**src/design/ooo_pkg.sv**
```systemverilog
// Out-of-order core shared definitions: sizes, opcodes, ALU codes and packet types
package ooo_pkg;

    // ========================================================================
    // Widths and sizes
    // ========================================================================
    localparam int xlen            = 32;
    localparam int num_arch_regs   = 32;
    localparam int num_phys_regs   = 64;
    localparam int phys_tag_width  = 6;
    localparam int arch_addr_width = 5;
    localparam int iq_depth        = 8;
    localparam int iq_idx_width    = 3;
    localparam int rob_depth       = 16;
    localparam int rob_ptr_width   = 4;
    // Free list holds at most the registers beyond the architectural set
    localparam int free_list_depth = num_phys_regs - num_arch_regs;
    localparam int free_ptr_width  = 5;

    // RV32I ALU opcodes
    localparam logic [6:0] opcode_op     = 7'b0110011;
    localparam logic [6:0] opcode_op_imm = 7'b0010011;

    typedef enum logic [3:0] {
        alu_add,
        alu_sub,
        alu_and,
        alu_or,
        alu_xor,
        alu_slt,
        alu_sltu,
        alu_sll,
        alu_srl,
        alu_sra
    } alu_op_t;

    // ========================================================================
    // Instruction word, register-register or register-immediate view
    // ========================================================================
    typedef struct packed {
        logic [6:0] funct7;
        logic [4:0] rs2;
        logic [4:0] rs1;
        logic [2:0] funct3;
        logic [4:0] rd;
        logic [6:0] opcode;
    } r_fields_t;

    typedef struct packed {
        logic [11:0] imm12;
        logic [4:0]  rs1;
        logic [2:0]  funct3;
        logic [4:0]  rd;
        logic [6:0]  opcode;
    } i_fields_t;

    typedef union packed {
        r_fields_t r_fields;
        i_fields_t i_fields;
    } instr_word_u;

    // Dispatch packet, shared by issue queue and ROB
    typedef struct packed {
        alu_op_t                    op;
        logic [phys_tag_width-1:0]  src1_tag;
        logic                       src1_ready;
        logic [phys_tag_width-1:0]  src2_tag;
        logic                       src2_ready;
        logic                       use_imm;
        logic [xlen-1:0]            imm;
        logic [phys_tag_width-1:0]  dst_tag;
        // ROB only
        logic [arch_addr_width-1:0] arch_rd;
        logic [phys_tag_width-1:0]  old_tag;
        logic                       writes_reg;
    } dispatch_t;

    // Common data bus
    typedef struct packed {
        logic                      valid;
        logic [phys_tag_width-1:0] tag;
        logic [xlen-1:0]           value;
    } cdb_t;

    typedef struct packed {
        logic                      valid;
        alu_op_t                   op;
        logic [phys_tag_width-1:0] src1_tag;
        logic [phys_tag_width-1:0] src2_tag;
        logic [xlen-1:0]           imm;
        logic                      use_imm;
        logic [phys_tag_width-1:0] dst_tag;
    } issue_t;

endpackage

```
**src/design/phys_reg_file.sv**
```systemverilog
// Physical register file: 64 values with ready bits, rename, issue and commit reads
`timescale 1ns/1ps

module phys_reg_file (
    input  logic                                    clk,
    input  logic                                    reset,
    input  ooo_pkg::cdb_t                           cdb,
    input  logic                                    alloc_en,
    input  logic [ooo_pkg::phys_tag_width-1:0]      alloc_tag,
    input  logic [2:0][ooo_pkg::phys_tag_width-1:0] rd_tags,
    input  logic [1:0][ooo_pkg::phys_tag_width-1:0] issue_tags,
    output logic [1:0]                              ready,
    output logic [1:0][ooo_pkg::xlen-1:0]           issue_values,
    output logic [ooo_pkg::xlen-1:0]                commit_value_out
);
    import ooo_pkg::*;

    logic [xlen-1:0]          values [num_phys_regs];
    logic [num_phys_regs-1:0] ready_bits;

    always_ff @(posedge clk) begin
        if (reset) begin
            // Initial mappings hold zero and are ready
            for (int i = 0; i < num_arch_regs; i++) begin
                values[i] <= '0;
            end
            ready_bits <= {{(num_phys_regs - num_arch_regs){1'b0}}, {num_arch_regs{1'b1}}};
        end else begin
            // Fresh destination waits for its producer
            if (alloc_en && alloc_tag != '0) begin
                ready_bits[alloc_tag] <= 1'b0;
            end
            // Register 0 is constant zero
            if (cdb.valid && cdb.tag != '0) begin
                values[cdb.tag]     <= cdb.value;
                ready_bits[cdb.tag] <= 1'b1;
            end
        end
    end

    // Rename-time ready lookup
    assign ready[0] = ready_bits[rd_tags[0]];
    assign ready[1] = ready_bits[rd_tags[1]];

    // Operand read for the ALU
    assign issue_values[0] = values[issue_tags[0]];
    assign issue_values[1] = values[issue_tags[1]];

    // Commit read by ROB head tag
    assign commit_value_out = values[rd_tags[2]];

endmodule

```
**config.mk**
```make
export PLATFORM = sky130hd
export DESIGN_NAME = phys_reg_file
export DESIGN_NICKNAME = d
export VERILOG_FILES = /design/src/design/ooo_pkg.sv /design/src/design/phys_reg_file.sv
export SDC_FILE = /design/constraint.sdc
export NUM_CORES = 2
export LEC_CHECK = 0
export BUFFER_PORTS_ARGS = -buffer_cell sky130_fd_sc_hd__buf_4
export CAP_MARGIN = 20
export CORE_MARGIN = 2
export CORE_UTILIZATION = 35
export CTS_CLUSTER_SIZE = 10
export DETAILED_ROUTE_END_ITERATION = 8
export PLACE_DENSITY = 0.52
export SETUP_SLACK_MARGIN = 0.5
export SYNTH_ARGS = -nofsm -noshare
export SYNTH_HDL_FRONTEND = slang
export SYNTH_SLANG_ARGS = --single-unit
```
**constraint.sdc**
```tcl
create_clock -name clk -period 5.2 [get_ports clk]
set_clock_uncertainty 0.15 [all_clocks]
set_input_delay 0.78 -clock clk [delete_from_list [all_inputs] [get_ports clk]]
set_output_delay 0.78 -clock clk [all_outputs]
set_load 0.05 [all_outputs]
```
* After elaboration in Yosys (flattened, before gate mapping) *
Memory sizes are Yosys's and may differ from the RTL's.
Index checks and enable logic that the tools add are counted.

word-level totals
  register bits after elaboration = 64
  RAM bits = 2048
  input port bits = 78
  output and inout port bits = 98
  word-level logic and storage cells = 37
  memories = 1

memories
  name    depth  bits a word  rd ports  clocked after Yosys merged registers in  write ports  RTL line             text
  values  64     32           3         0                                        32           phys_reg_file.sv:18  logic [xlen-1:0] values [num_phys_regs];

operators by class
  order comparisons = 6
  multiplexer cells = 19
  bitwise logic cells = 3
  reductions and logical operators = 7

operators with widths
  cell                                                         number
  two-way mux 64 bit                                           3
  AND 64 bit                                                   1
  inverter 64 bit                                              1
  OR 64 bit                                                    1
  two-way mux 32 bit                                           1
  OR reduction 32 bit                                          1
  less-than comparator 6 x 7 -> 1 bit (second input constant)  4
  binary-select mux 1 bit (select 6 bit)                       2
  demux 1 bit (select 6 bit)                                   2
  >= comparator 6 x 1 -> 1 bit (second input constant)         2
  nonzero test 6 bit                                           2
  two-way mux 1 bit                                            10
  two-way mux 6 bit                                            1
  logical AND 1 bit                                            4

* Logic depth before layout (Yosys ltp) *
  depth after elaboration = 10
  gate-level depth with buffers = 10
  gate-level depth less buffers = 5

* Least setup slack after synthesis *
Ideal clock, no wire load.

  kind = input to register
  start point = in cdb[36] in the netlist's numbering
  end point = mem values[10][0] (enable)
  setup time = 0.467 ns
  arrival time = 3.920 ns
  data required time = 4.583 ns
  setup slack = 0.663 ns
  stages = 4
  path buffers = 2
  path through = or3b_2 clkbuf_1 clkbuf_1 o21ai_0

RTL lines
  item                RTL line             text
  start: declaration  phys_reg_file.sv:7   input ooo_pkg::cdb_t cdb,
  end: declaration    phys_reg_file.sv:18

==> flow_summary_export.csv <==
group,metric,value,unit
worst_setup_path,end_kind,"primary output",
timing,max_slew_margin,0.153,
worst_setup_path,critPathLaunchType,"primary input",
routing,drc_errors,0,
yosys,synth_edf_count,2048,
yosys,postSynthCellCount,7124,
clock_tree,numCtsBuffers,270,
placement,numPortBuffers,175,
yosys,synth-adder-area-share,0,
placement,pre_cts_ws,-0.143,ns
routing,drt_iter0_drc,14200,
yosys,synth_compound_area_frac,0.0370,
floorplan,dieArea,350000,um2
floorplan,start_util,0.352,
worst_setup_path,rr_worst_depth,1,
routing,firstDrtPassIters,8,
yosys,yosys.area_share.simple,0.0716,
clock_tree,cts_tree,"built",
global_route,grt_pass1_vias,80400,
final_layout,final_common_cell,"edfxtp_1",
worst_setup_path,worstReg2RegStart,"ready_bits[0]$_SDFF_PP1_",
status,run_status,"complete, no violations",
worst_setup_path,r2r_slack,4.33,ns
yosys,yosysUniqueCellTypes,51,
yosys,netlist_area,121000,um2
placement,gp_congestion,0.908,
timing,post-route-min-period,4.79,ns
worst_setup_path,required,4.27,ns
floorplan,die_h,592,um
routing,avgRoutedWirePerCell,44.1,um
yosys,yosys-mux-area-fraction,0.345,
clock_tree,clockBufferDepth,4,
global_route,grt-ovfl-total,0,
floorplan,coreArea,343000,um2
floorplan,die_x,592,um
timing,setup_viol,0,
yosys,yosys_warnings,0,
timing,final_max_slew_viol_count,0,
global_route,grt_pass1_wl,721000,um
clock_tree,cts_htree_levels,5,
timing,tightest_slew,1.27,ns
global_route,grt_usage,0.304,
worst_setup_path,crit_fanout,29,
power,vdd_ir_drop_max,0.000223,V
clock_tree,cts_setup_buffers,0,
floorplan,num_rows,215,
clock_tree,cts_root_buf,"clkbuf_16",
final_layout,drive_gt1_frac,0.400,
timing,rsz0062_at_grt,"yes",
yosys,ys_seq_area_frac,0.520,
timing,finalHoldWorstSlack,0.156,ns
routing,wirelength,540000,um
worst_setup_path,cp_data_arrival_time,3.86,ns
min_path,min_delay_path_depth,3,
power,powerDensity,315,nW/um2
yosys,async_flop_share,0,
worst_setup_path,crit_type,"primary input to primary output",
min_path,whs_endpoint,"ready_bits[32]$_SDFF_PP0_",
global_route,antenna_found_initial,73,
worst_setup_path,r2r_end,"ready_bits[0]$_SDFF_PP1_",
global_route,grt_max_degree,65,
final_layout,area_growth,16.2,%
placement,dp_cells,11800,
timing,fmax,0.209,GHz
clock_tree,holdBufCountCts,0,
yosys,synth_ff_type,"edfxtp_1",
yosys,post_synth.cell_area_avg,17.0,um2
final_layout,layoutNonFillerInstCount,12200,
flow_run,drv_cap,0,
final_layout,mostFrequentLayoutCells,"edfxtp_1, mux4_2, and2_1, buf_4, mux2i_1",
routing,via_per_inst,6.74,
clock_tree,insertion_delay,0.90,ns
min_path,min-delay-start,"alloc_tag[4]",
min_path,hp-class,"primary input to register",
routing,ant_nets,0,
final_layout,nNetsFinal,7567,
routing,route.vias.total,82500,
clock_tree,clk_pin_slew,0.05,ns
timing,finalCritPeriodShare,0.920,
power,total_leakage_power,46.0,nW
yosys,ys_ff_latch,2112,
timing,hold_violations,0,
floorplan,ios,176,
yosys,synth_top_family_by_area,"multiplexers",
clock_tree,clock-sinks,2112,
placement,hpwl,347000,um
yosys,synth_xor_area_frac,0,
timing,setup_ws,0.414,ns
[cell families after synthesis]
group,count (synthesis)
AND/OR/NAND/NOR,1516
buffers and inverters,755
flip-flops,2112
multiplexers,2071
AO/OA/AOI/OAI,669
other,1
[per-stage QoR]
stage               setup TNS (ns)  instance area (um2)  power, W   util
global placement            -0.587               132000    0.0267  0.384
floorplan                        0               121000    0.0236      -
finish                           0               140000    0.0442  0.409
global route                     0               140000    0.0450  0.409
CTS                              0               140000    0.0441  0.408
detailed placement          -0.143               132000    0.0268  0.385
[flip-flops by register name, indices dropped and copies added, names as in the netlist]
| signal | count |
|---|---|
| ready_bits | 64 |
| values | 2048 |
[cells in the mapped netlist, types with 13 or more instances]
cell | instances | area [um2]
a221oi_1 | 16 | 140
buf_2 | 177 | 886
o21ai_0 | 149 | 746
nor2_1 | 103 | 387
nor2b_1 | 37 | 231
nor4_1 | 20 | 125
a2bb2oi_1 | 22 | 193
edfxtp_1 | 2048 | 61500
dfxtp_1 | 64 | 1280
mux2i_1 | 311 | 3110
nand3_1 | 71 | 355
a21oi_1 | 60 | 300
a211oi_1 | 15 | 113
a22oi_1 | 171 | 1280
nand2b_1 | 40 | 250
buf_1 | 58 | 218
buf_4 | 39 | 293
o22ai_1 | 108 | 676
o211ai_1 | 80 | 601
mux4_2 | 1647 | 37100
and2_1 | 1001 | 6260
a31o_2 | 13 | 114
nand2_1 | 201 | 754
mux2_2 | 102 | 1150
clkbuf_1 | 467 | 1750
[report_power, final]
group / internal (W) / switching (W) / leakage, nW
clock network: 0.0100 / 0.00755 / 3.80
registers: 0.0192 / 0.000364 / 19.5
logic: 0.00280 / 0.00430 / 22.7
[final cells by class]
| type | instances | area (um2) |
|---|---|---|
| clock buffer | 358 | 7320 |
| inverter | 5 | 22.5 |
| timing repair buffer | 812 | 7960 |
| antenna | 36 | 90.1 |
| clock inverter | 71 | 490 |
| sequential | 2112 | 62800 |
| tap | 4557 | 5700 |
| multi-input combinational | 4288 | 56000 |
| fill | 30900 | 203000 |
[per-layer routing]
metal	vias to the layer above	routed length, um	track usage
met5	-	387	0
met4	30	32100	0.166
met3	1220	68100	0.0919
met2	6521	239000	0.453
met1	44300	200000	0.398
li1	30500	-	-
[worst max path at each step]
| stage | start | endpoint | depth (start not counted) |
|---|---|---|---|
| global placement | issue_tags[0] | issue_values[10] | 10 |
| global route | issue_tags[0] | issue_values[11] | 11 |
| floorplan | cdb[36] | values[10][0]$_SDFFCE_PN0P_ | 4 |
| CTS | issue_tags[0] | issue_values[11] | 11 |
| detailed placement | issue_tags[0] | issue_values[11] | 10 |
| finish | issue_tags[8] | issue_values[44] | 10 |
[worst max-delay path, stage by stage]
cell	delay (ns)
buf_8	0.20
buf_12	0.28
nor2_4	0.46
buf_4	0.39
a22oi_1	0.11
nand3_1	0.29
o21ai_0	0.18
buf_4	0.21
a21oi_1	0.49
buf_4	0.32
[what timing repair did]
item	in CTS	in global routing
hold endpoints to repair	0	0
pin swaps	0	1
gates cloned	1	0
setup endpoints to repair	34	23
gates resized for setup	41	19
Power figures use the tool's default switching activity.
