`config.mk`:
```
export PLATFORM = sky130hd
export DESIGN_NAME = rename_stage
export DESIGN_NICKNAME = d
export VERILOG_FILES = /design/src/design/ooo_pkg.sv /design/src/design/rename_stage.sv
export SDC_FILE = /design/constraint.sdc
export NUM_CORES = 1
export LEC_CHECK = 0
export ABC_AREA = 0
export BUFFER_PORTS_ARGS = -buffer_cell sky130_fd_sc_hd__buf_2
export CAP_MARGIN = 20
export CORE_MARGIN = 1
export CORE_UTILIZATION = 61
export DETAILED_ROUTE_END_ITERATION = 8
export GPL_ROUTABILITY_DRIVEN = 0
export HOLD_SLACK_MARGIN = 0.02
export MAX_ROUTING_LAYER = met4
export PLACE_DENSITY_LB_ADDON = 0.12
export SETUP_SLACK_MARGIN = 0.4
export SLEW_MARGIN = 25
export SYNTH_ARGS = -nofsm -noshare
export SYNTH_HDL_FRONTEND = slang
export SYNTH_SLANG_ARGS = --single-unit
```
`constraint.sdc`:
```
create_clock -name clk -period 6.5 [get_ports clk]
set_clock_uncertainty 0.1 [all_clocks]
set_input_delay 1.625 -clock clk [delete_from_list [all_inputs] [get_ports clk]]
set_output_delay 1.625 -clock clk [all_outputs]
set_load 0.02 [all_outputs]
```
`src/design/ooo_pkg.sv`:
```
// Out-of-order core shared definitions: sizes, opcodes, ALU codes and packet types
package ooo_pkg;

    // ========================================================================
    // Widths and sizes
    // ========================================================================
    localparam int xlen            = 32;
    localparam int num_arch_regs   = 32;
    localparam int num_phys_regs   = 64;
    localparam int phys_tag_width  = 6;
    localparam int arch_addr_width = 5;
    localparam int iq_depth        = 8;
    localparam int iq_idx_width    = 3;
    localparam int rob_depth       = 16;
    localparam int rob_ptr_width   = 4;
    // Free list holds at most the registers beyond the architectural set
    localparam int free_list_depth = num_phys_regs - num_arch_regs;
    localparam int free_ptr_width  = 5;

    // RV32I ALU opcodes
    localparam logic [6:0] opcode_op     = 7'b0110011;
    localparam logic [6:0] opcode_op_imm = 7'b0010011;

    typedef enum logic [3:0] {
        alu_add,
        alu_sub,
        alu_and,
        alu_or,
        alu_xor,
        alu_slt,
        alu_sltu,
        alu_sll,
        alu_srl,
        alu_sra
    } alu_op_t;

    // ========================================================================
    // Instruction word, register-register or register-immediate view
    // ========================================================================
    typedef struct packed {
        logic [6:0] funct7;
        logic [4:0] rs2;
        logic [4:0] rs1;
        logic [2:0] funct3;
        logic [4:0] rd;
        logic [6:0] opcode;
    } r_fields_t;

    typedef struct packed {
        logic [11:0] imm12;
        logic [4:0]  rs1;
        logic [2:0]  funct3;
        logic [4:0]  rd;
        logic [6:0]  opcode;
    } i_fields_t;

    typedef union packed {
        r_fields_t r_fields;
        i_fields_t i_fields;
    } instr_word_u;

    // Dispatch packet, shared by issue queue and ROB
    typedef struct packed {
        alu_op_t                    op;
        logic [phys_tag_width-1:0]  src1_tag;
        logic                       src1_ready;
        logic [phys_tag_width-1:0]  src2_tag;
        logic                       src2_ready;
        logic                       use_imm;
        logic [xlen-1:0]            imm;
        logic [phys_tag_width-1:0]  dst_tag;
        // ROB only
        logic [arch_addr_width-1:0] arch_rd;
        logic [phys_tag_width-1:0]  old_tag;
        logic                       writes_reg;
    } dispatch_t;

    // Common data bus
    typedef struct packed {
        logic                      valid;
        logic [phys_tag_width-1:0] tag;
        logic [xlen-1:0]           value;
    } cdb_t;

    typedef struct packed {
        logic                      valid;
        alu_op_t                   op;
        logic [phys_tag_width-1:0] src1_tag;
        logic [phys_tag_width-1:0] src2_tag;
        logic [xlen-1:0]           imm;
        logic                      use_imm;
        logic [phys_tag_width-1:0] dst_tag;
    } issue_t;

endpackage

```
`src/design/rename_stage.sv`:
```
// Rename stage: decodes ALU instructions and maps registers via alias table and free list
`timescale 1ns/1ps

module rename_stage (
    input  logic                                    clk,
    input  logic                                    reset,
    input  ooo_pkg::instr_word_u                    instr,
    input  logic                                    accept,
    input  logic [1:0]                              src_ready,
    output logic [1:0][ooo_pkg::phys_tag_width-1:0] src_tags,
    input  logic                                    free_en,
    input  logic [ooo_pkg::phys_tag_width-1:0]      free_tag,
    output logic                                    free_empty,
    output logic                                    disp_valid,
    output ooo_pkg::dispatch_t                      disp
);
    import ooo_pkg::*;

    logic [phys_tag_width-1:0] alias_table [num_arch_regs];
    logic [phys_tag_width-1:0] free_list [free_list_depth];
    logic [free_ptr_width-1:0] free_head;
    logic [free_ptr_width-1:0] free_tail;
    logic [free_ptr_width:0]   free_count;

    logic    is_op;
    logic    is_op_imm;
    logic    alt_bit;
    logic    writes_reg;
    logic    pop;
    alu_op_t alu_op;

    // ========================================================================
    // Decode
    // ========================================================================
    assign is_op     = instr.r_fields.opcode == opcode_op;
    assign is_op_imm = instr.i_fields.opcode == opcode_op_imm;

    // Bit 30 picks sub/sra; for immediates only srai uses it
    assign alt_bit = is_op ? instr.r_fields.funct7[5]
                           : (instr.i_fields.funct3 == 3'b101) && instr.i_fields.imm12[10];

    always_comb begin
        case (instr.r_fields.funct3)
            3'b000:  alu_op = alt_bit ? alu_sub : alu_add;
            3'b001:  alu_op = alu_sll;
            3'b010:  alu_op = alu_slt;
            3'b011:  alu_op = alu_sltu;
            3'b100:  alu_op = alu_xor;
            3'b101:  alu_op = alt_bit ? alu_sra : alu_srl;
            3'b110:  alu_op = alu_or;
            default: alu_op = alu_and;
        endcase
    end

    // x0 destination takes no physical register
    assign writes_reg = instr.r_fields.rd != '0;
    // Unknown opcodes are swallowed
    assign disp_valid = accept && (is_op || is_op_imm);
    assign pop        = disp_valid && writes_reg;
    assign free_empty = free_count == '0;

    // Source lookup with ready bits from the PRF
    assign src_tags[0] = alias_table[instr.r_fields.rs1];
    assign src_tags[1] = alias_table[instr.r_fields.rs2];

    // ========================================================================
    // Dispatch packet
    // ========================================================================
    always_comb begin
        disp.op         = alu_op;
        disp.src1_tag   = src_tags[0];
        disp.src1_ready = src_ready[0];
        // Immediate forms have no second source
        disp.src2_tag   = is_op_imm ? '0 : src_tags[1];
        disp.src2_ready = is_op_imm ? 1'b1 : src_ready[1];
        disp.use_imm    = is_op_imm;
        disp.imm        = {{(xlen - 12){instr.i_fields.imm12[11]}}, instr.i_fields.imm12};
        disp.dst_tag    = writes_reg ? free_list[free_head] : '0;
        disp.arch_rd    = instr.r_fields.rd;
        disp.old_tag    = writes_reg ? alias_table[instr.r_fields.rd] : '0;
        disp.writes_reg = writes_reg;
    end

    // ========================================================================
    // Alias table and circular free list
    // ========================================================================
    always_ff @(posedge clk) begin
        if (reset) begin
            // Identity map, upper half of the PRF free
            for (int i = 0; i < num_arch_regs; i++) begin
                alias_table[i] <= phys_tag_width'(i);
            end
            for (int i = 0; i < free_list_depth; i++) begin
                free_list[i] <= phys_tag_width'(num_arch_regs + i);
            end
            free_head  <= '0;
            free_tail  <= '0;
            free_count <= (free_ptr_width + 1)'(free_list_depth);
        end else begin
            if (pop) begin
                alias_table[instr.r_fields.rd] <= free_list[free_head];
                free_head <= free_head + 1'b1;
            end
            // Old mappings return at commit
            if (free_en) begin
                free_list[free_tail] <= free_tag;
                free_tail <= free_tail + 1'b1;
            end
            free_count <= free_count + {{free_ptr_width{1'b0}}, free_en}
                                     - {{free_ptr_width{1'b0}}, pop};
        end
    end

endmodule

```
# Word level (Yosys, flattened, before mapping)
# Memories as Yosys holds them, arrays and structs flattened. A register that Yosys moved wholly into a read port is not among the register bits.
# Cells that the tools add are included.
[classes]
n_eq_ne = 8
n_reduce_logical = 9
n_mux = 24
add_sub_neg = 4
[op_table]
columns = ["operator", "count"]
rows = [
  ["2-to-1 mux 6 bit", 5],
  ["case mux 4 bit (7 select lines)", 1],
  ["2-to-1 mux 5 bit", 4],
  ["2-to-1 mux 1 bit", 14],
  ["OR reduction 6 bit", 2],
  ["adder 5 x 1 -> 5 bit, second input constant", 2],
  ["== test 3 bit, second input constant", 3],
  ["== test 7 x 5 -> 1 bit, second input constant", 1],
  ["== test 7 x 6 -> 1 bit, second input constant", 1],
  ["adder 6 x 1 -> 6 bit", 1],
  ["== test 3 x 2 -> 1 bit, second input constant", 2],
  ["logical NOT 6 bit", 1],
  ["subtractor 6 x 1 -> 6 bit", 1],
  ["nonzero test 5 bit", 1],
  ["== test 3 x 1 -> 1 bit, second input constant", 1],
  ["logical AND 1 bit", 3],
  ["logical NOT 3 bit", 1],
  ["logical OR 1 bit", 1],
]
[totals]
mem_bits_rw = 384
elab_cells = 50
n_memories = 2
out_inout_bits = 83
inputBits = 44
ff_bits = 16
[memory_table]
columns = ["memory", "words", "word_bits", "read_ports", "rd_ports_with_merged_regs", "write_ports", "line_no", "source"]
rows = [
  ["alias_table", 32, 6, 3, 0, 32, "rename_stage.sv:19", "logic [phys_tag_width-1:0] alias_table [num_arch_regs];"],
  ["free_list", 32, 6, 1, 1, 32, "rename_stage.sv:20", "logic [phys_tag_width-1:0] free_list [free_list_depth];"],
]

# Logic depth before layout (Yosys ltp)
[logic_depth]
word_depth = 9
mapped_depth = 12
ltp_nobuf = 11

# Worst setup path before layout
# OpenSTA, ideal clock, no wires.
[synth_path]
path_type = "input -> output"
start = "in instr[21] in the netlist's numbering"
end = "out disp[53] in the netlist's numbering"
arrival_ps = 3744
path_buffers = 3
slack_ps = 1031
required_ps = 4775
stages = 8
path_cell_list = "buf_2 buf_2 buf_2 mux2i_1 a22oi_1 a21oi_1 nor4_1 nor2b_1"
[synth_lines]
columns = ["element", "line_no", "source"]
rows = [
  ["from (decl)", "rename_stage.sv:7", "input ooo_pkg::instr_word_u instr,"],
  ["to (decl)", "rename_stage.sv:15", "output ooo_pkg::dispatch_t disp"],
]

==> flow_metrics.tcl <==
set metrics [dict create \
    outcome "finished, violations left" \
    violations "design-rule violations" \
    synth_largest_area_cell "edfxtp_1" \
    first_global_vias 14800 \
    ant_nets 0 \
    ios 127 \
    post_cts_buffers 0 \
    met1_length_microns 21700 \
    end_kind "output port" \
    yosysSeqAreaShare 0.535 \
    dp_hpwl_microns 40800 \
    io_buffers 92 \
    fin_tns_setup_ns 0 \
    grt_usage 0.335 \
    final_util 0.668 \
    timing.final.crit_share 0.901 \
    yosys-top-cells-count "edfxtp_1 (384), mux2i_1 (194), nor2_1 (185)" \
    drive_gt1_frac 0.198 \
    worstMarginPinSlew_ns 1.14 \
    syn_area_sq_um 22300 \
    die_w_microns 193 \
    crit_type "in -> out" \
    power-per-cell-area_nw_per_um2 245 \
    critPathMaxFanout 47 \
    slew_headroom 0.233 \
    ys.flop_type "edfxtp_1" \
    yosysTopAreaCellShare 0.516 \
    reg2reg_depth 7 \
    cts_resized 0 \
    synth_area_per_cell_sq_um 12.5 \
    irDropWorstVdd_uv 259 \
    final_hold_viol_count 0 \
    hold_path_class "reg -> reg" \
    yosys_warnings 0 \
    cts.clk_slew.worst_paths_ns 0.06 \
    max_freq_ghz 0.171 \
    synth-seq-cells 405 \
    cts_hold_buf 0 \
    synthTopCellsByArea "edfxtp_1 (52%), mux4_2 (11%), mux2i_1 (8.7%), a22oi_1 (3.6%), nor2_1 (3.1%)" \
    clockBufferDepth 3 \
    cp_data_arrival_time_ns 4.13 \
    synth.most_common_cell "edfxtp_1" \
    dr.first_iter.drc_count 2114 \
    cts-root-buf "clkbuf_16" \
    clk_latency_ns 0.57 \
    vias 15100 \
    start_util 0.623 \
    grt_max_degree 63 \
    cts-htree-levels 2 \
    synth_cells 1789 \
    core_area_sq_um 35800 \
    tritoncts "built" \
    rows 69 \
    async_flop_share 0 \
    dr.pass1.iters 8 \
    wl_met2_microns 28200 \
    antenna_found_initial 1 \
    syn_to_final_growth_pct 7.19 \
    synth_edf_count 384 \
    final_nets 1823 \
    worstPathRequired_ns 4.78 \
    post_drt_wl_per_cell_microns 26.5 \
    layout_min_cycle_time_ns 5.86 \
    hold_depth 2 \
    setup_violations 0 \
    rsz0062_at_grt "no" \
    synth_cell_types 54 \
    routed.top_layer "met4" \
    vias_per_cell 6.70 \
    cts_sinks 405 \
    die_h_microns 193 \
    tritoncts.num_buffers 43 \
    power_leakage_nw 7.53 \
    drc_errors 13 \
    max-cap-violations 0 \
    met3_length_microns 7040 \
    crit_path_start_kind "primary input" \
    routed_wl_microns 59700 \
    grt_pass1_wl_microns 90500 \
    maxSlewViolCount 0 \
    overflow 0 \
    die_area_sq_um 37400 \
]
## final timing paths
check / startpoint / endpoint / slack [ns]
setup / recovery: instr[7] / disp[5] / 0.64
hold / removal: free_head[4] / free_head[4] / 0.43
setup reg to reg: register / alias_table[8][3] / 3.18
hold reg to reg: free_head[4] / free_head[4] / 0.43
## kinds of logic after synthesis
group,Yosys count,share of synthesized area
AND/OR/NAND/NOR,639,0.141
flip-flops,405,0.535
multiplexers,309,0.199
buffers and inverters,225,0.0524
AO/OA/AOI/OAI,184,0.0593
adder cells (fa/ha/maj),14,0.00818
XOR/XNOR,12,0.00471
other,1,0.000168
## worst max-delay path: stages
cell     delay (ns)
buf_4          0.66
mux4_2         0.60
a22oi_1        0.63
a31oi_1        0.26
buf_2          0.24
## layout by cell type (no fill, tap or decap), types with 12 or more instances in the layout
master	count
edfxtp_1	384
or3_1	63
nand2b_1	38
dfxtp_1	20
or2_2	39
mux2i_1	194
nand2_1	147
ha_1	13
clkbuf_16	43
buf_2	89
mux4_2	108
nor3_1	46
clkbuf_1	12
nor2_1	185
buf_4	44
nand3_1	21
nor2b_1	14
a21oi_1	32
and2_1	37
a22oi_1	108
inv_1	15
## registers in the layout (all words and copies together) (netlist names), named ones only
register / count
free_tail: 5
free_list: 192
alias_table: 192
free_head: 5
free_count: 6
## stage by stage
stage          power, mW  setup slack, ns  std cells  hold WS [ns]  cell area [sq um]
2_1_floorplan       3.48             1.03       1794         0.385              22400
3_5_place_dp        3.65            0.857       2181         0.415              22700
3_3_place_gp        3.64            0.858       2181         0.400              22700
5_1_grt             6.03            0.565       2256         0.477              23900
4_1_cts             5.87            0.856       2255         0.432              23900
6_report            5.87            0.643       2256         0.432              23900
## area by class of cell
cell class,instances,area [sq um]
Timing Repair Buffer,136,836
Clock buffer,55,1120
Sequential cell,405,12000
Antenna cell,1,2.50
Tap cell,461,577
Fill cell,2565,11900
Clock inverter,19,131
Inverter,15,56.3
Multi-Input combinational cell,1164,9260
## where the power goes
| group | leakage [nW] | total, mW | internal, mW | switching [mW] |
|---|---|---|---|---|
| Clock | 0.614 | 2.26 | 1.26 | 0.999 |
| Sequential | 3.47 | 2.95 | 2.91 | 0.0422 |
| Combinational | 3.44 | 0.663 | 0.246 | 0.417 |
## layer usage
| metal | track usage | up-vias |
|---|---|---|
| met5 | - | - |
| met4 | 0.157 | 0 |
| met3 | 0.0783 | 184 |
| met2 | 0.514 | 960 |
| met1 | 0.424 | 7367 |
| li1 | - | 6614 |
No activity file was read; power rests on OpenSTA's default activity.
