`src/design/ooo_pkg.sv`:
```
// Out-of-order core shared definitions: sizes, opcodes, ALU codes and packet types
package ooo_pkg;

    // ========================================================================
    // Widths and sizes
    // ========================================================================
    localparam int xlen            = 32;
    localparam int num_arch_regs   = 32;
    localparam int num_phys_regs   = 64;
    localparam int phys_tag_width  = 6;
    localparam int arch_addr_width = 5;
    localparam int iq_depth        = 8;
    localparam int iq_idx_width    = 3;
    localparam int rob_depth       = 16;
    localparam int rob_ptr_width   = 4;
    // Free list holds at most the registers beyond the architectural set
    localparam int free_list_depth = num_phys_regs - num_arch_regs;
    localparam int free_ptr_width  = 5;

    // RV32I ALU opcodes
    localparam logic [6:0] opcode_op     = 7'b0110011;
    localparam logic [6:0] opcode_op_imm = 7'b0010011;

    typedef enum logic [3:0] {
        alu_add,
        alu_sub,
        alu_and,
        alu_or,
        alu_xor,
        alu_slt,
        alu_sltu,
        alu_sll,
        alu_srl,
        alu_sra
    } alu_op_t;

    // ========================================================================
    // Instruction word, register-register or register-immediate view
    // ========================================================================
    typedef struct packed {
        logic [6:0] funct7;
        logic [4:0] rs2;
        logic [4:0] rs1;
        logic [2:0] funct3;
        logic [4:0] rd;
        logic [6:0] opcode;
    } r_fields_t;

    typedef struct packed {
        logic [11:0] imm12;
        logic [4:0]  rs1;
        logic [2:0]  funct3;
        logic [4:0]  rd;
        logic [6:0]  opcode;
    } i_fields_t;

    typedef union packed {
        r_fields_t r_fields;
        i_fields_t i_fields;
    } instr_word_u;

    // Dispatch packet, shared by issue queue and ROB
    typedef struct packed {
        alu_op_t                    op;
        logic [phys_tag_width-1:0]  src1_tag;
        logic                       src1_ready;
        logic [phys_tag_width-1:0]  src2_tag;
        logic                       src2_ready;
        logic                       use_imm;
        logic [xlen-1:0]            imm;
        logic [phys_tag_width-1:0]  dst_tag;
        // ROB only
        logic [arch_addr_width-1:0] arch_rd;
        logic [phys_tag_width-1:0]  old_tag;
        logic                       writes_reg;
    } dispatch_t;

    // Common data bus
    typedef struct packed {
        logic                      valid;
        logic [phys_tag_width-1:0] tag;
        logic [xlen-1:0]           value;
    } cdb_t;

    typedef struct packed {
        logic                      valid;
        alu_op_t                   op;
        logic [phys_tag_width-1:0] src1_tag;
        logic [phys_tag_width-1:0] src2_tag;
        logic [xlen-1:0]           imm;
        logic                      use_imm;
        logic [phys_tag_width-1:0] dst_tag;
    } issue_t;

endpackage

```
`src/design/reorder_buffer.sv`:
```
// Reorder buffer: in-order completion tracking, commit and architectural register view
`timescale 1ns/1ps

module reorder_buffer (
    input  logic                                                  clk,
    input  logic                                                  reset,
    input  logic                                                  disp_valid,
    input  ooo_pkg::dispatch_t                                    disp,
    input  ooo_pkg::cdb_t                                         cdb,
    output logic                                                  full,
    output logic [ooo_pkg::phys_tag_width-1:0]                    commit_tag,
    input  logic [ooo_pkg::xlen-1:0]                              commit_data,
    output logic                                                  free_en,
    output logic [ooo_pkg::phys_tag_width-1:0]                    free_tag,
    output logic                                                  commit_valid,
    output logic [ooo_pkg::arch_addr_width-1:0]                   commit_rd,
    output logic [ooo_pkg::xlen-1:0]                              commit_value,
    output logic [ooo_pkg::num_arch_regs-1:0][ooo_pkg::xlen-1:0] arch_regs
);
    import ooo_pkg::*;

    // Only order is tracked here and values stay in the PRF
    logic [arch_addr_width-1:0] rob_rd [rob_depth];
    logic [phys_tag_width-1:0]  rob_dst [rob_depth];
    logic [phys_tag_width-1:0]  rob_old [rob_depth];
    logic [rob_depth-1:0]       rob_writes;
    logic [rob_depth-1:0]       rob_done;
    logic [rob_ptr_width-1:0]   head;
    logic [rob_ptr_width-1:0]   tail;
    logic [rob_ptr_width:0]     count;

    assign full = count == (rob_ptr_width + 1)'(rob_depth);

    // ========================================================================
    // Commit from head
    // ========================================================================
    assign commit_valid = (count != '0) && rob_done[head];
    assign commit_tag   = rob_dst[head];
    assign commit_rd    = rob_rd[head];
    assign commit_value = commit_data;
    // Previous mapping of rd goes back to the free list
    assign free_en      = commit_valid && rob_writes[head];
    assign free_tag     = rob_old[head];

    always_ff @(posedge clk) begin
        if (reset) begin
            head      <= '0;
            tail      <= '0;
            count     <= '0;
            rob_done  <= '0;
            arch_regs <= '0;
        end else begin
            // Completion by destination tag
            for (int i = 0; i < rob_depth; i++) begin
                if (cdb.valid && rob_dst[i] == cdb.tag) begin
                    rob_done[i] <= 1'b1;
                end
            end
            if (disp_valid) begin
                rob_rd[tail]     <= disp.arch_rd;
                rob_dst[tail]    <= disp.dst_tag;
                rob_old[tail]    <= disp.old_tag;
                rob_writes[tail] <= disp.writes_reg;
                // x0 writes never execute
                rob_done[tail]   <= !disp.writes_reg;
                tail             <= tail + 1'b1;
            end
            if (commit_valid) begin
                head <= head + 1'b1;
                if (commit_rd != '0) begin
                    arch_regs[commit_rd] <= commit_data;
                end
            end
            count <= count + {{rob_ptr_width{1'b0}}, disp_valid}
                           - {{rob_ptr_width{1'b0}}, commit_valid};
        end
    end

endmodule

```
`config.mk`:
```
export PLATFORM = sky130hd
export DESIGN_NAME = reorder_buffer
export DESIGN_NICKNAME = d
export VERILOG_FILES = /design/src/design/ooo_pkg.sv /design/src/design/reorder_buffer.sv
export SDC_FILE = /design/constraint.sdc
export NUM_CORES = 2
export LEC_CHECK = 0
export BUFFER_PORTS_ARGS = -buffer_cell sky130_fd_sc_hd__buf_2
export CELL_PAD_IN_SITES_DETAIL_PLACEMENT = 0
export CELL_PAD_IN_SITES_GLOBAL_PLACEMENT = 2
export CORE_AREA = 2 2 476 478
export CTS_BUF_LIST = sky130_fd_sc_hd__clkbuf_16
export DETAILED_ROUTE_END_ITERATION = 10
export DIE_AREA = 0 0 478 480
export PLACE_DENSITY = 0.6
export REMOVE_ABC_BUFFERS = 1
export SKIP_LAST_GASP = 1
export SYNTH_ARGS = -nofsm -noshare
export SYNTH_HDL_FRONTEND = slang
export SYNTH_SLANG_ARGS = --single-unit
```
`constraint.sdc`:
```
create_clock -name clk -period 3.53 [get_ports clk]
set_input_delay 0 -clock clk [delete_from_list [all_inputs] [get_ports clk]]
set_output_delay 0 -clock clk [all_outputs]
set_load 0.005 [all_outputs]
```
# Word-level counts from Yosys, hierarchy flattened
# Memories as Yosys holds them, arrays and structs flattened. A register that Yosys moved wholly into a read port is not among the register bits.
# Cells that the tools add are included.
[totals] out_inout_bits=1076 wordCells=145 ramBits=272 regBits=1069 input_bits=143 mem_count=3
[mem_list] memory="rob_dst" words=16 width=6 rd=17 rd_ports_with_merged_regs=1 write_ports=1 line_no="reorder_buffer.sv:24" rtl="logic [phys_tag_width-1:0] rob_dst [rob_depth];"
[mem_list] memory="rob_old" words=16 width=6 rd=1 rd_ports_with_merged_regs=1 write_ports=1 line_no="reorder_buffer.sv:25" rtl="logic [phys_tag_width-1:0] rob_old [rob_depth];"
[mem_list] memory="rob_rd" words=16 width=5 rd=1 rd_ports_with_merged_regs=1 write_ports=1 line_no="reorder_buffer.sv:23" rtl="logic [arch_addr_width-1:0] rob_rd [rob_depth];"
[classes] order_cmp=5 addsub=4 eq_ne=17 n_mux=53 n_bitwise=1 reduce_logical=25
[ops] op="1024-bit bitwise mux" n=1
[ops] op="32-bit demux with 5-bit select" n=1
[ops] op="6-bit == test" n=16
[ops] op="1-bit two-way mux" n=38
[ops] op="16-bit bitwise mux" n=2
[ops] op="32-bit two-way mux" n=1
[ops] op="4-bit two-way mux" n=6
[ops] op="1-bit logical AND" n=20
[ops] op="16-bit two-way mux" n=1
[ops] op="4-bit by 5-bit less-than comparator with 1-bit output (second input constant)" n=2
[ops] op="5-bit nonzero test" n=2
[ops] op="4-bit by 1-bit adder with 4-bit output (second input constant)" n=2
[ops] op="1-bit binary-select mux with 4-bit select" n=2
[ops] op="5-bit by 6-bit less-than comparator with 1-bit output (second input constant)" n=1
[ops] op="5-bit by 1-bit adder with 5-bit output" n=1
[ops] op="5-bit == test (second input constant)" n=1
[ops] op="5-bit by 1-bit greater-or-equal comparator with 1-bit output (second input constant)" n=1
[ops] op="5-bit by 1-bit subtractor with 5-bit output" n=1
[ops] op="1-bit demux with 4-bit select" n=1
[ops] op="4-bit by 1-bit greater-or-equal comparator with 1-bit output (second input constant)" n=1
[ops] op="2-bit AND reduction" n=2
[ops] op="1-bit zero test" n=1
[ops] op="1-bit inverter" n=1

# Depth between registers and ports, before layout
[depth] word_depth=6 mapped_depth=16 depth_no_buf=16

# Worst setup path before layout
# Ideal clock, no wire load.
[synth_path] kind="reg-to-reg" from="register head[0]" to="register count[4]" period_less_slack_ps=3225 t_arrival_ps=3155 n_path_buf=1 path_stages_with_launch=17 setup_slack_ps=305 required_time_ps=3460 setup_ps=70 path_cell_list="dfxtp_1 > buf_2 > mux2_2 > a31o_2 > o32a_1 > nand2_1 > inv_1 > ha_1 > inv_1 > ha_1 > inv_1 > fa_1 > inv_1 > a21oi_1 > nor2_1 > or3_1 > a21oi_1"
[synth_between] elab_chain_cells=4
[synth_lines] element="from (decl)" line_no="reorder_buffer.sv:28" rtl="logic [rob_ptr_width-1:0] head;"
[synth_lines] element="from (signal assigned)" line_no="reorder_buffer.sv:69" rtl="head <= head + 1'b1;"
[synth_lines] element="1-bit binary-select mux with 4-bit select" line_no="reorder_buffer.sv:37" rtl="assign commit_valid = (count != '0) && rob_done[head];"
[synth_lines] element="1-bit two-way mux (not written as such)" line_no="reorder_buffer.sv:37"
[synth_lines] element="1-bit logical AND" line_no="reorder_buffer.sv:37"
[synth_lines] element="net commit_valid" line_no="reorder_buffer.sv:15" rtl="output logic commit_valid,"
[synth_lines] element="5-bit by 1-bit subtractor with 5-bit output" line_no="reorder_buffer.sv:75" rtl="- {{rob_ptr_width{1'b0}}, commit_valid};"
[synth_lines] element="to (signal assigned)" line_no="reorder_buffer.sv:74" rtl="count <= count + {{rob_ptr_width{1'b0}}, disp_valid}"
[synth_lines] element="to (decl)" line_no="reorder_buffer.sv:30" rtl="logic [rob_ptr_width:0] count;"
# The timed path passes the listed nets, and every way through them passes these cells. The select of a mux whose other input is x is not followed.
# A chain may end at the register's enable or synchronous reset.

==> results.json <==
{
  "rr_worst_depth": 8,
  "slowest_stage": "dfxtp_4",
  "cts-root-buf": "clkbuf_16",
  "yosysMostFrequentCell": "dfxtp_1",
  "clkPwrFrac": 0.456,
  "endpoint": "commit_tag[5]",
  "synth_area_sq_um": 53200,
  "clock_latency_ns": 0.83,
  "cp_cell_sequence": "buf_4, buf_8, mux4_2, mux4_2, buf_2",
  "yosysTopAreaCellShare": 0.398,
  "drive_above_1_share": 0.308,
  "r2r_slack_ns": 0.29,
  "async_reset_ff_frac": 0,
  "layout.cells.non_filler": 8455,
  "worstSetupPathType": "flop to output port",
  "powerDensity_nw_per_um2": 512,
  "timing.final.ws_setup_ns": 0.210,
  "yosysTopAreaCell": "dfxtp_1",
  "ir_worst_vdd_uv": 416,
  "finClkSkew_ns": 0.0580,
  "critical_path_depth": 5,
  "seq_area_frac_synth": 0.560,
  "final_cell_area_sq_um": 68000,
  "die_y_um": 480,
  "period_needed_ns": 3.32,
  "cts_sinks": 1345,
  "p_comb_frac": 0.085,
  "power.net_switching_mw": 8.93,
  "fin_crit_sh": 0.941,
  "fp-row-count": 174,
  "synthCells": 4220,
  "antenna_found_initial": 19,
  "cts_tree": "built",
  "nets": 5492,
  "drv_slew": 0,
  "synth-seq-cells": 1345,
  "numCtsBuffers": 160,
  "grt_pass1_wl_um": 306000,
  "start_util": 0.237,
  "timing.rr.end": "arch_regs[994]",
  "cp_num_buf_inv": 3,
  "grt_usage": 0.189,
  "cp_data_arrival_time_ns": 3.32,
  "place_congestion": 0.790,
  "grt_overflow": 0,
  "swShare": 0.257,
  "path_max_fanout": 30,
  "firstDrtPassIters": 5,
  "placed_cells": 8109,
  "routedWlPerCell_um": 26.6,
  "cap_violations": 0,
  "htree_levels": 4,
  "grt_max_degree": 148,
  "cp_common_cell": "mux4_2",
  "routed_wirelength_um": 225000,
  "vias_per_cell": 4.24,
  "dp_slack_ns": 0.0748,
  "fp.dieW_um": 478,
  "finalSetupViolCount": 0,
  "area_growth_pct": 27.9,
  "tightest_slew_ns": 0.951,
  "final_core_util": 0.304,
  "syn_avg_cell_area_sq_um": 12.6,
  "critPathMaxStageDelay_ns": 0.61,
  "cp_top_family": "multiplexers",
  "power.internal_mw": 25.9,
  "yosys-top-cells-area": "dfxtp_1, mux2i_1, edfxtp_1",
  "ys.flop_type": "dfxtp_1",
  "grt_setup_unrepaired": "no",
  "endpoint_kind": "output port",
  "final_antenna_net_count": 0,
  "synth_edf_count": 288,
  "final_hold_viol_count": 0,
  "clk_path_buf_depth": 3,
  "vias": 35900,
  "crit_required_ns": 3.53,
  "postPlaceCellArea_sq_um": 62400,
  "die-area_sq_um": 229000,
  "synth_cell_type_count": 43,
  "drc_errors": 0,
  "io-pin-count": 1219,
  "cp-start-kind": "flop",
  "p_leak_nw": 33.3,
  "hp-class": "input pin to flop",
  "post-dp-hpwl_um": 157000,
  "yosys_warnings": 0,
  "synth_common_cells": "dfxtp_1, nand2b_1, mux2i_1",
  "p_seq_frac": 0.460,
  "io_buffers": 1135,
  "status": "completed",
  "grt_pass1_vias": 35700,
  "coreArea_sq_um": 224000,
  "drtIter0Drc": 1980,
  "slew_headroom": 0.366,
  "max_freq_mhz": 301,
  "nFillCells": 23000,
  "clk_pin_slew_ns": 0.07
}
metrics by stage:
step | setup TNS [ns] | power, mW | hold WS, ns
CTS | 0 | 35.4 | 0.00525
global route | 0 | 36.1 | 0.0647
detailed placement | 0 | 19.3 | 0.184
floorplan | -2392.93 | 17.8 | 0
global placement | 0 | 19.3 | 0.183
finish | 0 | 34.8 | 0.103
worst min path at each step:
stage / from / end / slack (ns) / depth (start not counted)
6_report: cdb[33] / rob_done[6] / 0.10 / 5
3_5_place_dp: commit_data[18] / commit_value[18] / 0.18 / 2
2_1_floorplan: commit_data[0] / commit_value[0] / 0 / 0
5_1_grt: disp[2] / rob_old[6][1] / 0.06 / 2
3_3_place_gp: commit_data[26] / commit_value[26] / 0.18 / 2
4_1_cts: cdb[32] / rob_done[6] / 0.005 / 6
cell usage in the layout, fill, tap and decap left out, types with 7 or more instances in the layout:
cell type,Yosys,final
a211oi_1,16,16
buf_12,0,45
buf_2,12,1134
buf_4,73,113
clkbuf_16,0,161
clkinv_1,0,36
clkinv_2,0,11
dfxtp_1,1057,1054
diode_2,0,7
dlygate4sd3_1,0,55
edfxtp_1,288,288
ha_1,11,11
inv_1,12,55
mux2i_1,995,995
mux4_2,88,88
nand2_1,19,19
nand2b_1,1026,1000
nand2b_2,0,24
nand3_1,15,7
nand3_4,19,32
nand4_1,17,17
nor2_1,32,32
nor2b_1,36,36
nor3_1,32,16
nor3_2,1,17
nor4_1,16,16
xnor2_1,51,51
xor2_1,54,54
cells by family (layout without fill, tap and decap cells):
family                   Yosys count  after routing  share of synthesized area
buffers and inverters            409           1645                     0.0426
AO/OA/AOI/OAI                     27             27                    0.00390
XOR/XNOR                         105            105                     0.0173
multiplexers                    1084           1084                      0.225
AND/OR/NAND/NOR                 1238           1238                      0.148
adder cells (fa/ha/maj)           12             12                    0.00296
flip-flops                      1345           1345                      0.560
other                              0              7                          0
metal layers:
layer / track usage / share of wire / vias to the layer above
met3: 0.0518 / 0.064 / 253
li1: - / - / 16600
met5: 0 / 0.00026 / -
met4: 0.0597 / 0.031 / 8
met2: 0.325 / 0.49 / 1021
met1: 0.228 / 0.41 / 18000
power by group through the flow:
stage	clock (mW)	sequential, mW	combinational [mW]
finish	15.9	16.0	2.94
global route	17.0	16.0	3.13
CTS	16.4	16.0	3.00
detailed placement	0	16.3	2.93
global placement	0	16.3	2.94
floorplan	0	16.4	1.38
state kept, by name, summed over array words and instances (netlist names), named ones only:
| signal | cells |
|---|---|
| rob_old | 96 |
| rob_dst | 96 |
| rob_done | 16 |
| count | 5 |
| rob_rd | 80 |
| rob_writes | 16 |
| head | 4 |
| tail | 4 |
| arch_regs | 1024 |
tightest hold or removal path, cell delays in order:
cell and delay, ns:
buf_2 0.26, xor2_1 0.29, nor4_1 0.11, nor3_1 0.13
a211oi_1 0.07
repair_timing:
action,CTS,global route
cloned,0,0
pin swaps,0,1
hold buffers,55,0
setup buffers,0,2
endpoints found under the hold margin,974,0
gates resized for setup,2,1
endpoints found under the setup margin,8,25
layout make-up:
| cell class | count | area (sq um) | share of cell area |
|---|---|---|---|
| multi-input combinational | 2466 | 21400 | 0.315 |
| clock inverter | 120 | 927 | 0.0136 |
| sequential | 1345 | 29800 | 0.438 |
| inverter | 14 | 52.6 | 0.000773 |
| antenna | 7 | 17.5 | 0.000258 |
| tap | 2992 | 3740 | 0.0550 |
| timing repair buffer | 1350 | 8020 | 0.118 |
| clock buffer | 161 | 4030 | 0.0592 |
No activity file was read; power rests on OpenSTA's default activity.
