<file path="config.mk">
export PLATFORM = sky130hd
export DESIGN_NAME = alu_issue_queue
export DESIGN_NICKNAME = d
export VERILOG_FILES = /design/src/design/ooo_pkg.sv /design/src/design/alu_issue_queue.sv
export SDC_FILE = /design/constraint.sdc
export NUM_CORES = 1
export LEC_CHECK = 0
export ABC_AREA = 1
export ABC_CLOCK_PERIOD_IN_PS = 29700
export BUFFER_PORTS_ARGS = -buffer_cell sky130_fd_sc_hd__buf_4
export CAP_MARGIN = 40
export CELL_PAD_IN_SITES_DETAIL_PLACEMENT = 1
export CELL_PAD_IN_SITES_GLOBAL_PLACEMENT = 2
export CORE_MARGIN = 1
export CORE_UTILIZATION = 42
export DETAILED_ROUTE_END_ITERATION = 16
export PLACE_DENSITY = 0.91
export SLEW_MARGIN = 15
export SYNTH_ARGS = -nofsm -noshare
export SYNTH_HDL_FRONTEND = slang
export SYNTH_SLANG_ARGS = --single-unit
</file>
<file path="constraint.sdc">
create_clock -name clk -period 29.7 [get_ports clk]
set_clock_uncertainty 0.05 [all_clocks]
set_input_delay 1.485 -clock clk [delete_from_list [all_inputs] [get_ports clk]]
set_output_delay 1.485 -clock clk [all_outputs]
set_load 0.1 [all_outputs]
</file>
<file path="src/design/ooo_pkg.sv">
// Out-of-order core shared definitions: sizes, opcodes, ALU codes and packet types
package ooo_pkg;

    // ========================================================================
    // Widths and sizes
    // ========================================================================
    localparam int xlen            = 32;
    localparam int num_arch_regs   = 32;
    localparam int num_phys_regs   = 64;
    localparam int phys_tag_width  = 6;
    localparam int arch_addr_width = 5;
    localparam int iq_depth        = 8;
    localparam int iq_idx_width    = 3;
    localparam int rob_depth       = 16;
    localparam int rob_ptr_width   = 4;
    // Free list holds at most the registers beyond the architectural set
    localparam int free_list_depth = num_phys_regs - num_arch_regs;
    localparam int free_ptr_width  = 5;

    // RV32I ALU opcodes
    localparam logic [6:0] opcode_op     = 7'b0110011;
    localparam logic [6:0] opcode_op_imm = 7'b0010011;

    typedef enum logic [3:0] {
        alu_add,
        alu_sub,
        alu_and,
        alu_or,
        alu_xor,
        alu_slt,
        alu_sltu,
        alu_sll,
        alu_srl,
        alu_sra
    } alu_op_t;

    // ========================================================================
    // Instruction word, register-register or register-immediate view
    // ========================================================================
    typedef struct packed {
        logic [6:0] funct7;
        logic [4:0] rs2;
        logic [4:0] rs1;
        logic [2:0] funct3;
        logic [4:0] rd;
        logic [6:0] opcode;
    } r_fields_t;

    typedef struct packed {
        logic [11:0] imm12;
        logic [4:0]  rs1;
        logic [2:0]  funct3;
        logic [4:0]  rd;
        logic [6:0]  opcode;
    } i_fields_t;

    typedef union packed {
        r_fields_t r_fields;
        i_fields_t i_fields;
    } instr_word_u;

    // Dispatch packet, shared by issue queue and ROB
    typedef struct packed {
        alu_op_t                    op;
        logic [phys_tag_width-1:0]  src1_tag;
        logic                       src1_ready;
        logic [phys_tag_width-1:0]  src2_tag;
        logic                       src2_ready;
        logic                       use_imm;
        logic [xlen-1:0]            imm;
        logic [phys_tag_width-1:0]  dst_tag;
        // ROB only
        logic [arch_addr_width-1:0] arch_rd;
        logic [phys_tag_width-1:0]  old_tag;
        logic                       writes_reg;
    } dispatch_t;

    // Common data bus
    typedef struct packed {
        logic                      valid;
        logic [phys_tag_width-1:0] tag;
        logic [xlen-1:0]           value;
    } cdb_t;

    typedef struct packed {
        logic                      valid;
        alu_op_t                   op;
        logic [phys_tag_width-1:0] src1_tag;
        logic [phys_tag_width-1:0] src2_tag;
        logic [xlen-1:0]           imm;
        logic                      use_imm;
        logic [phys_tag_width-1:0] dst_tag;
    } issue_t;

endpackage

</file>
<file path="src/design/alu_issue_queue.sv">
// ALU reservation station: bus wakeup and oldest-ready issue selection
`timescale 1ns/1ps

module alu_issue_queue (
    input  logic               clk,
    input  logic               reset,
    input  logic               disp_valid,
    input  ooo_pkg::dispatch_t disp,
    input  ooo_pkg::cdb_t      cdb,
    output ooo_pkg::issue_t    iss,
    output logic               full
);
    import ooo_pkg::*;

    dispatch_t               entries [iq_depth];
    logic [iq_depth-1:0]     valid;
    // Age is the count of younger entries still queued
    logic [iq_idx_width-1:0] age [iq_depth];
    logic [iq_depth-1:0]     eligible;
    logic                    enq;
    dispatch_t               disp_woken;
    logic                    sel_found;
    logic [iq_idx_width-1:0] sel_idx;
    logic [iq_idx_width-1:0] sel_age;
    logic [iq_idx_width-1:0] free_idx;

    // x0 writes are done at dispatch in the ROB, never queued
    assign enq  = disp_valid && disp.writes_reg;
    assign full = &valid;

    // Same-cycle wakeup for the incoming packet
    always_comb begin
        disp_woken = disp;
        if (cdb.valid && cdb.tag == disp.src1_tag) begin
            disp_woken.src1_ready = 1'b1;
        end
        if (cdb.valid && cdb.tag == disp.src2_tag) begin
            disp_woken.src2_ready = 1'b1;
        end
    end

    // ========================================================================
    // Selection
    // ========================================================================
    always_comb begin
        for (int i = 0; i < iq_depth; i++) begin
            eligible[i] = valid[i] && entries[i].src1_ready && entries[i].src2_ready;
        end
    end

    // Oldest = largest age among eligible
    always_comb begin
        sel_found = 1'b0;
        sel_idx   = '0;
        sel_age   = '0;
        for (int i = 0; i < iq_depth; i++) begin
            if (eligible[i] && (!sel_found || age[i] > sel_age)) begin
                sel_found = 1'b1;
                sel_idx   = iq_idx_width'(i);
                sel_age   = age[i];
            end
        end
    end

    // Lowest free slot
    always_comb begin
        free_idx = '0;
        for (int i = iq_depth - 1; i >= 0; i--) begin
            if (!valid[i]) begin
                free_idx = iq_idx_width'(i);
            end
        end
    end

    always_comb begin
        iss.valid    = sel_found;
        iss.op       = entries[sel_idx].op;
        iss.src1_tag = entries[sel_idx].src1_tag;
        iss.src2_tag = entries[sel_idx].src2_tag;
        iss.imm      = entries[sel_idx].imm;
        iss.use_imm  = entries[sel_idx].use_imm;
        iss.dst_tag  = entries[sel_idx].dst_tag;
    end

    // ========================================================================
    // Entry update
    // ========================================================================
    always_ff @(posedge clk) begin
        if (reset) begin
            valid <= '0;
        end else begin
            for (int i = 0; i < iq_depth; i++) begin
                // One more younger on enqueue, one fewer when a younger leaves
                if (valid[i]) begin
                    age[i] <= age[i] + iq_idx_width'(enq)
                                     - iq_idx_width'(sel_found && age[i] > sel_age);
                end
                // Bus wakeup
                if (cdb.valid && entries[i].src1_tag == cdb.tag) begin
                    entries[i].src1_ready <= 1'b1;
                end
                if (cdb.valid && entries[i].src2_tag == cdb.tag) begin
                    entries[i].src2_ready <= 1'b1;
                end
            end
            if (sel_found) begin
                valid[sel_idx] <= 1'b0;
            end
            if (enq) begin
                valid[free_idx]   <= 1'b1;
                entries[free_idx] <= disp_woken;
                age[free_idx]     <= '0;
            end
        end
    end

endmodule

</file>
# ---- Word-level counts from Yosys, hierarchy flattened
# Memory sizes are Yosys's and may differ from the RTL's.
# Cells that the tools add are included.
dict set report op_classes {
  n_addsub 16
  n_lt_le_gt_ge 19
  n_eq_ne 18
  mux 115
  bitwise 3
  reduce_logical 67
}
# op n
set op_table {}
lappend op_table {{6-bit == test} 18}
lappend op_table {{1-bit two-way mux} 88}
lappend op_table {{3-bit two-way mux} 22}
lappend op_table {{1-bit logical AND} 52}
lappend op_table {{3-bit > comparator} 15}
lappend op_table {{3-bit by 1-bit adder with 3-bit output} 8}
lappend op_table {{8-bit two-way mux} 3}
lappend op_table {{3-bit by 1-bit subtractor with 3-bit output} 8}
lappend op_table {{8-bit bitwise AND} 1}
lappend op_table {{3-bit by 4-bit less-than comparator with 1-bit output (second input constant)} 2}
lappend op_table {{8-bit NOT} 1}
lappend op_table {{8-bit bitwise OR} 1}
lappend op_table {{8-bit AND reduction} 1}
lappend op_table {{1-bit zero test} 7}
lappend op_table {{1-bit logical OR} 7}
lappend op_table {{1-bit demux with 3-bit select} 2}
lappend op_table {{3-bit by 1-bit >= comparator with 1-bit output (second input constant)} 2}
dict set report word_totals {
  register_bits 8
  ramBits 576
  input_bits 111
  elab_cells 241
  n_memories 2
}
# name depth width rd rd_ports_with_merged_regs write_ports line
set mem_list {}
lappend mem_list {entries 8 69 9 0 9 alu_issue_queue.sv:15} ;# dispatch_t entries [iq_depth];
lappend mem_list {age 8 3 8 0 9 alu_issue_queue.sv:18} ;# logic [iq_idx_width-1:0] age [iq_depth];

# ---- Depth between registers and ports, before layout
# An unclocked memory read counts as a cell.
dict set report depth {
  word_depth 42
  mapped_depth 84
}

# ---- Worst setup path after synthesis
# Ideal clock, no wire load.
dict set report synth_timing {
  kind {register to register}
  start {reg valid[0]}
  end {mem age[3][2]}
  arrival_time_ps 10111
  t_required_ps 29326
  slack_ps 19215
  path_stages_with_launch 79
  n_path_buf 3
  synth_period_minus_slack_ps 10485
  path_cell_list {dfxtp_1 > nand3_2 > nor2_1 > inv_1 > ha_1 > a21oi_1 > nand2_1 > nand2_1 > nand2_1 > nand2_2 > nand2_1 > and2_1 > ha_1 > nand2_1 > o21ai_1 > nand2_1 > nand2_1 > nand2_2 > [43 not listed] > buf_2 > o21ai_0 > ha_1 > inv_1 > nor2_1 > o21ai_0 > nor2_1 > o21ai_0 > inv_1 > ha_1 > inv_1 > ha_1 > inv_1 > fa_1 > a21oi_1 > o21ai_0 > xor2_1 > nor2_1}
}
# element line
set synth_lines {}
lappend synth_lines {{from (decl)} alu_issue_queue.sv:16} ;# logic [iq_depth-1:0] valid;
lappend synth_lines {{from (signal assigned)} alu_issue_queue.sv:90} ;# valid <= '0;
lappend synth_lines {{from (signal, indexed assignment)} alu_issue_queue.sv:107} ;# valid[sel_idx] <= 1'b0;
lappend synth_lines {{from (signal, indexed assignment)} alu_issue_queue.sv:110} ;# valid[free_idx] <= 1'b1;
lappend synth_lines {{to (decl)} alu_issue_queue.sv:18}

==> impl_metrics.xml <==
<?xml version="1.0" encoding="UTF-8"?>
<metrics>
  <group name="worst_hold_path">
    <metric name="min_path_cells" unit="">2</metric>
    <metric name="hold_path.class" unit="">reg -&gt; reg</metric>
    <metric name="holdCritStartpoint" unit="">age[2][0]</metric>
  </group>
  <group name="layout">
    <metric name="layout.nets" unit="">2812</metric>
    <metric name="layout_cells_sized_above_1" unit="%">10.4</metric>
    <metric name="finish.cell_count_without_fillers" unit="">3440</metric>
    <metric name="antenna-diode-count" unit="">0</metric>
    <metric name="layout_common_cells" unit="">598 x nand2_1, 479 x inv_1, 440 x edfxtp_1</metric>
    <metric name="layout_commonest_cell" unit="">nand2_1</metric>
    <metric name="area_growth_syn_to_layout" unit="%">14.9</metric>
  </group>
  <group name="setup_path">
    <metric name="critPathLaunchType" unit="">flip-flop</metric>
    <metric name="cp_data_arrival_time" unit="ns">11.96</metric>
    <metric name="timing.critical_path.required" unit="ns">28.17</metric>
    <metric name="critPathTopFamily" unit="">simple AND/OR/NAND/NOR gates</metric>
    <metric name="max_stage_delay" unit="ns">0.62</metric>
    <metric name="critical_path_class" unit="">reg -&gt; out</metric>
    <metric name="worst_setup_path_end_kind" unit="">output port</metric>
    <metric name="rr_startpoint" unit="">valid[0]</metric>
    <metric name="crit_cells" unit="">65</metric>
    <metric name="cpMostUsedCell" unit="">nand2_1</metric>
    <metric name="worst-path-buf-inv" unit="">9</metric>
    <metric name="crit_path_start" unit="">valid[0]</metric>
    <metric name="worst-path-max-fanout" unit="">115</metric>
    <metric name="ff_to_ff_path_depth" unit="">75</metric>
    <metric name="crit_path_top_delay_cell" unit="">buf_4</metric>
  </group>
  <group name="sta">
    <metric name="max_clock_freq" unit="MHz">74.1</metric>
    <metric name="rsz0062_at_grt" unit="">false</metric>
    <metric name="worst_slew_pin_slew" unit="ns">0.888</metric>
    <metric name="final.period_utilization" unit="%">45.5</metric>
    <metric name="slew_headroom" unit="%">39.3</metric>
    <metric name="final_number_of_hold_violating_endpoints" unit="">0</metric>
    <metric name="post-route-min-period" unit="ns">13.50</metric>
    <metric name="finalSetupTns" unit="ns">0</metric>
    <metric name="slew_violations" unit="">0</metric>
    <metric name="finalSetupViolations" unit="">0</metric>
  </group>
  <group name="pwr">
    <metric name="vdd.ir_drop.worst" unit="V">0.0000409</metric>
    <metric name="power.leakage" unit="nW">11.8</metric>
    <metric name="powerDensity" unit="nW/um^2">54.2</metric>
  </group>
  <group name="yosys">
    <metric name="synth_area" unit="um^2">24200</metric>
    <metric name="dominant_combinational_cell_family_by_area_after_synthesis" unit="">simple AND/OR/NAND/NOR gates</metric>
    <metric name="synthTopCellsByArea" unit="">edfxtp_1 54%, nand2_1 9.3%, inv_1 7.4%</metric>
    <metric name="synthesis.area_per_instance" unit="um^2">9.58</metric>
    <metric name="synthesized_instance_count" unit="">2532</metric>
    <metric name="synthAdderAreaFrac" unit="%">3.34</metric>
    <metric name="post-synth-top-area-fraction" unit="%">54.5</metric>
    <metric name="share_of_synthesized_flip_flops_with_an_asynchronous_set_or_reset" unit="%">0</metric>
    <metric name="yosys_warnings" unit="">0</metric>
    <metric name="netlist-cell-type-count" unit="">45</metric>
    <metric name="synth_compound_gate_area_share" unit="%">6.22</metric>
    <metric name="synth.mux.area_fraction" unit="%">0.139</metric>
    <metric name="yosysTopAreaCell" unit="">edfxtp_1</metric>
    <metric name="synth_flop_cell" unit="">edfxtp_1</metric>
    <metric name="post_synth_xor_area_fraction" unit="%">0.903</metric>
    <metric name="share_of_synthesized_cell_area_in_and_or_nand_and_nor_gates" unit="%">20.5</metric>
    <metric name="synth_nets" unit="">2703</metric>
    <metric name="yosys_register_bits" unit="">488</metric>
    <metric name="number_of_enable_type_register_cells_in_the_synthesized_netlist" unit="">440</metric>
    <metric name="synth-seq-area-share" unit="%">58.5</metric>
  </group>
  <group name="floorplan">
    <metric name="die_height" unit="um">242</metric>
    <metric name="die_x" unit="um">242</metric>
    <metric name="floorplan.die_area" unit="um^2">58700</metric>
    <metric name="core_area" unit="um^2">56700</metric>
    <metric name="floorplan.initialDensity" unit="%">42.8</metric>
    <metric name="fp-row-count" unit="">87</metric>
    <metric name="design.portCount" unit="">168</metric>
  </group>
  <group name="grt">
    <metric name="antenna_found_initial" unit="">3</metric>
    <metric name="gr-usage-met3" unit="%">3.33</metric>
    <metric name="global_route.usage.met1" unit="%">30.0</metric>
    <metric name="grt_first_pass_wirelength" unit="mm">108</metric>
    <metric name="grt_max_degree" unit="">124</metric>
    <metric name="global_route_total_overflow" unit="">0</metric>
    <metric name="gr-usage-met2" unit="%">41.6</metric>
    <metric name="number_of_global_route_vias_before_repair" unit="">19100</metric>
    <metric name="global_route.peak_usage_layer" unit="">met2</metric>
    <metric name="global_route.usage.total" unit="%">23.7</metric>
  </group>
  <group name="routing">
    <metric name="ratio_of_routed_vias_to_standard_cells" unit="">5.30</metric>
    <metric name="route.antenna.remaining_nets" unit="">0</metric>
    <metric name="post-route-drc-count" unit="">0</metric>
    <metric name="first_iter_violations" unit="">1101</metric>
    <metric name="detail_route.first_pass.iterations" unit="">5</metric>
    <metric name="route.detailed.wl_per_inst" unit="um">20.3</metric>
    <metric name="detail_route.wirelength" unit="mm">69.8</metric>
    <metric name="detailroute.via_count" unit="">18200</metric>
  </group>
  <group name="cts">
    <metric name="postCtsSetupBuffers" unit="">0</metric>
    <metric name="tritoncts" unit="">yes</metric>
    <metric name="worst_skew_pair.late_latency" unit="ns">0.61</metric>
    <metric name="clock_sinks" unit="">488</metric>
    <metric name="cts_resized" unit="">0</metric>
    <metric name="clock_pin_slew_on_the_worst_setup_and_hold_paths" unit="ns">0.06</metric>
    <metric name="cts_inserted_buffers" unit="">53</metric>
    <metric name="cts.hold.buffers_added" unit="">0</metric>
    <metric name="ctsHtreeMaxLevel" unit="">2</metric>
    <metric name="cts_max_path_buffers" unit="">3</metric>
    <metric name="master_cell_of_the_clock_root_buffer" unit="">clkbuf_16</metric>
  </group>
  <group name="placement">
    <metric name="buffer_ports.inserted" unit="">124</metric>
    <metric name="globalplace.congestion" unit="">0.844</metric>
    <metric name="placed_cells" unit="">3337</metric>
    <metric name="place.detailed.hpwl" unit="mm">43.4</metric>
  </group>
  <group name="outcome">
    <metric name="status" unit="">completed</metric>
  </group>
  <group name="flow_run">
    <metric name="max_cap_violations" unit="">0</metric>
  </group>
</metrics>
[Yosys cell counts, drive strengths merged (38+ instances only)]
cell / count
clkinv: 38
o21ai: 132
dfxtp: 48
inv: 485
nand3b: 146
nand3: 222
edfxtp: 440
buf: 64
ha: 52
nor2: 58
nand2: 608
a21oi: 49
clkbuf: 44
[power breakdown]
group	internal, W	switching, W	total, W
logic	0.0000307	0.0000699	0.000101
registers	0.000759	0.00000745	0.000766
clock network	0.000367	0.000276	0.000643
[cell families after synthesis]
family          after synthesis
compound gates              261
xor+xnor                     25
fa+ha+maj                    60
buf+inv                     631
flops                       488
mux                           3
simple gates               1064
[metal layers]
layer | vias to the layer above | wire length (um)
met3 | 114 | 3270
met4 | 6 | 1870
met5 | - | 31
li1 | 8548 | -
met1 | 9145 | 29700
met2 | 427 | 35000
[registers in the layout, indices dropped and copies added, names as in the netlist]
| register | cells |
|---|---|
| age | 24 |
| entries | 456 |
| valid | 8 |
[worst paths after layout]
| kind | to | slack (ns) |
|---|---|---|
| worst max-delay path | iss[46] | 16.20 |
| worst min-delay path | age[2][0] | 0.42 |
| worst max register to register | age[1][2] | 17.55 |
| worst min register to register | age[2][0] | 0.42 |
[area by class of cell]
cell class	count	area (um^2)
clock buffer	69	1440
clock inverter	29	228
fill	6371	28900
inverter	523	1960
multi-input combinational	1413	7630
sequential	488	14200
tap	756	946
timing repair buffer	162	1480
[stage by stage]
stage / cell area [um^2] / setup slack [ns] / hold slack, ns / utilization (%) / total power (W)
2_1_floorplan: 24200 / 19.21 / 0.390 / - / 0.000841
5_1_grt: 27900 / 15.06 / 0.440 / 49.1 / 0.00156
3_5_place_dp: 26100 / 16.84 / 0.413 / 46.0 / 0.000881
4_1_cts: 27800 / 16.13 / 0.423 / 49.0 / 0.00152
6_report: 27900 / 16.20 / 0.423 / 49.1 / 0.00151
3_3_place_gp: 25800 / 16.64 / 0.400 / 45.5 / 0.000874
[tightest hold or removal path: cells and delay by family, from the launching register on]
| kind | cells | cell delay (ns) |
|---|---|---|
| AND/OR/NAND/NOR | 1 | 0.06 |
| AO/OA/AOI/OAI | 1 | 0.05 |
| flip-flops | 1 | 0.31 |
No activity file was read; power rests on OpenSTA's default activity.
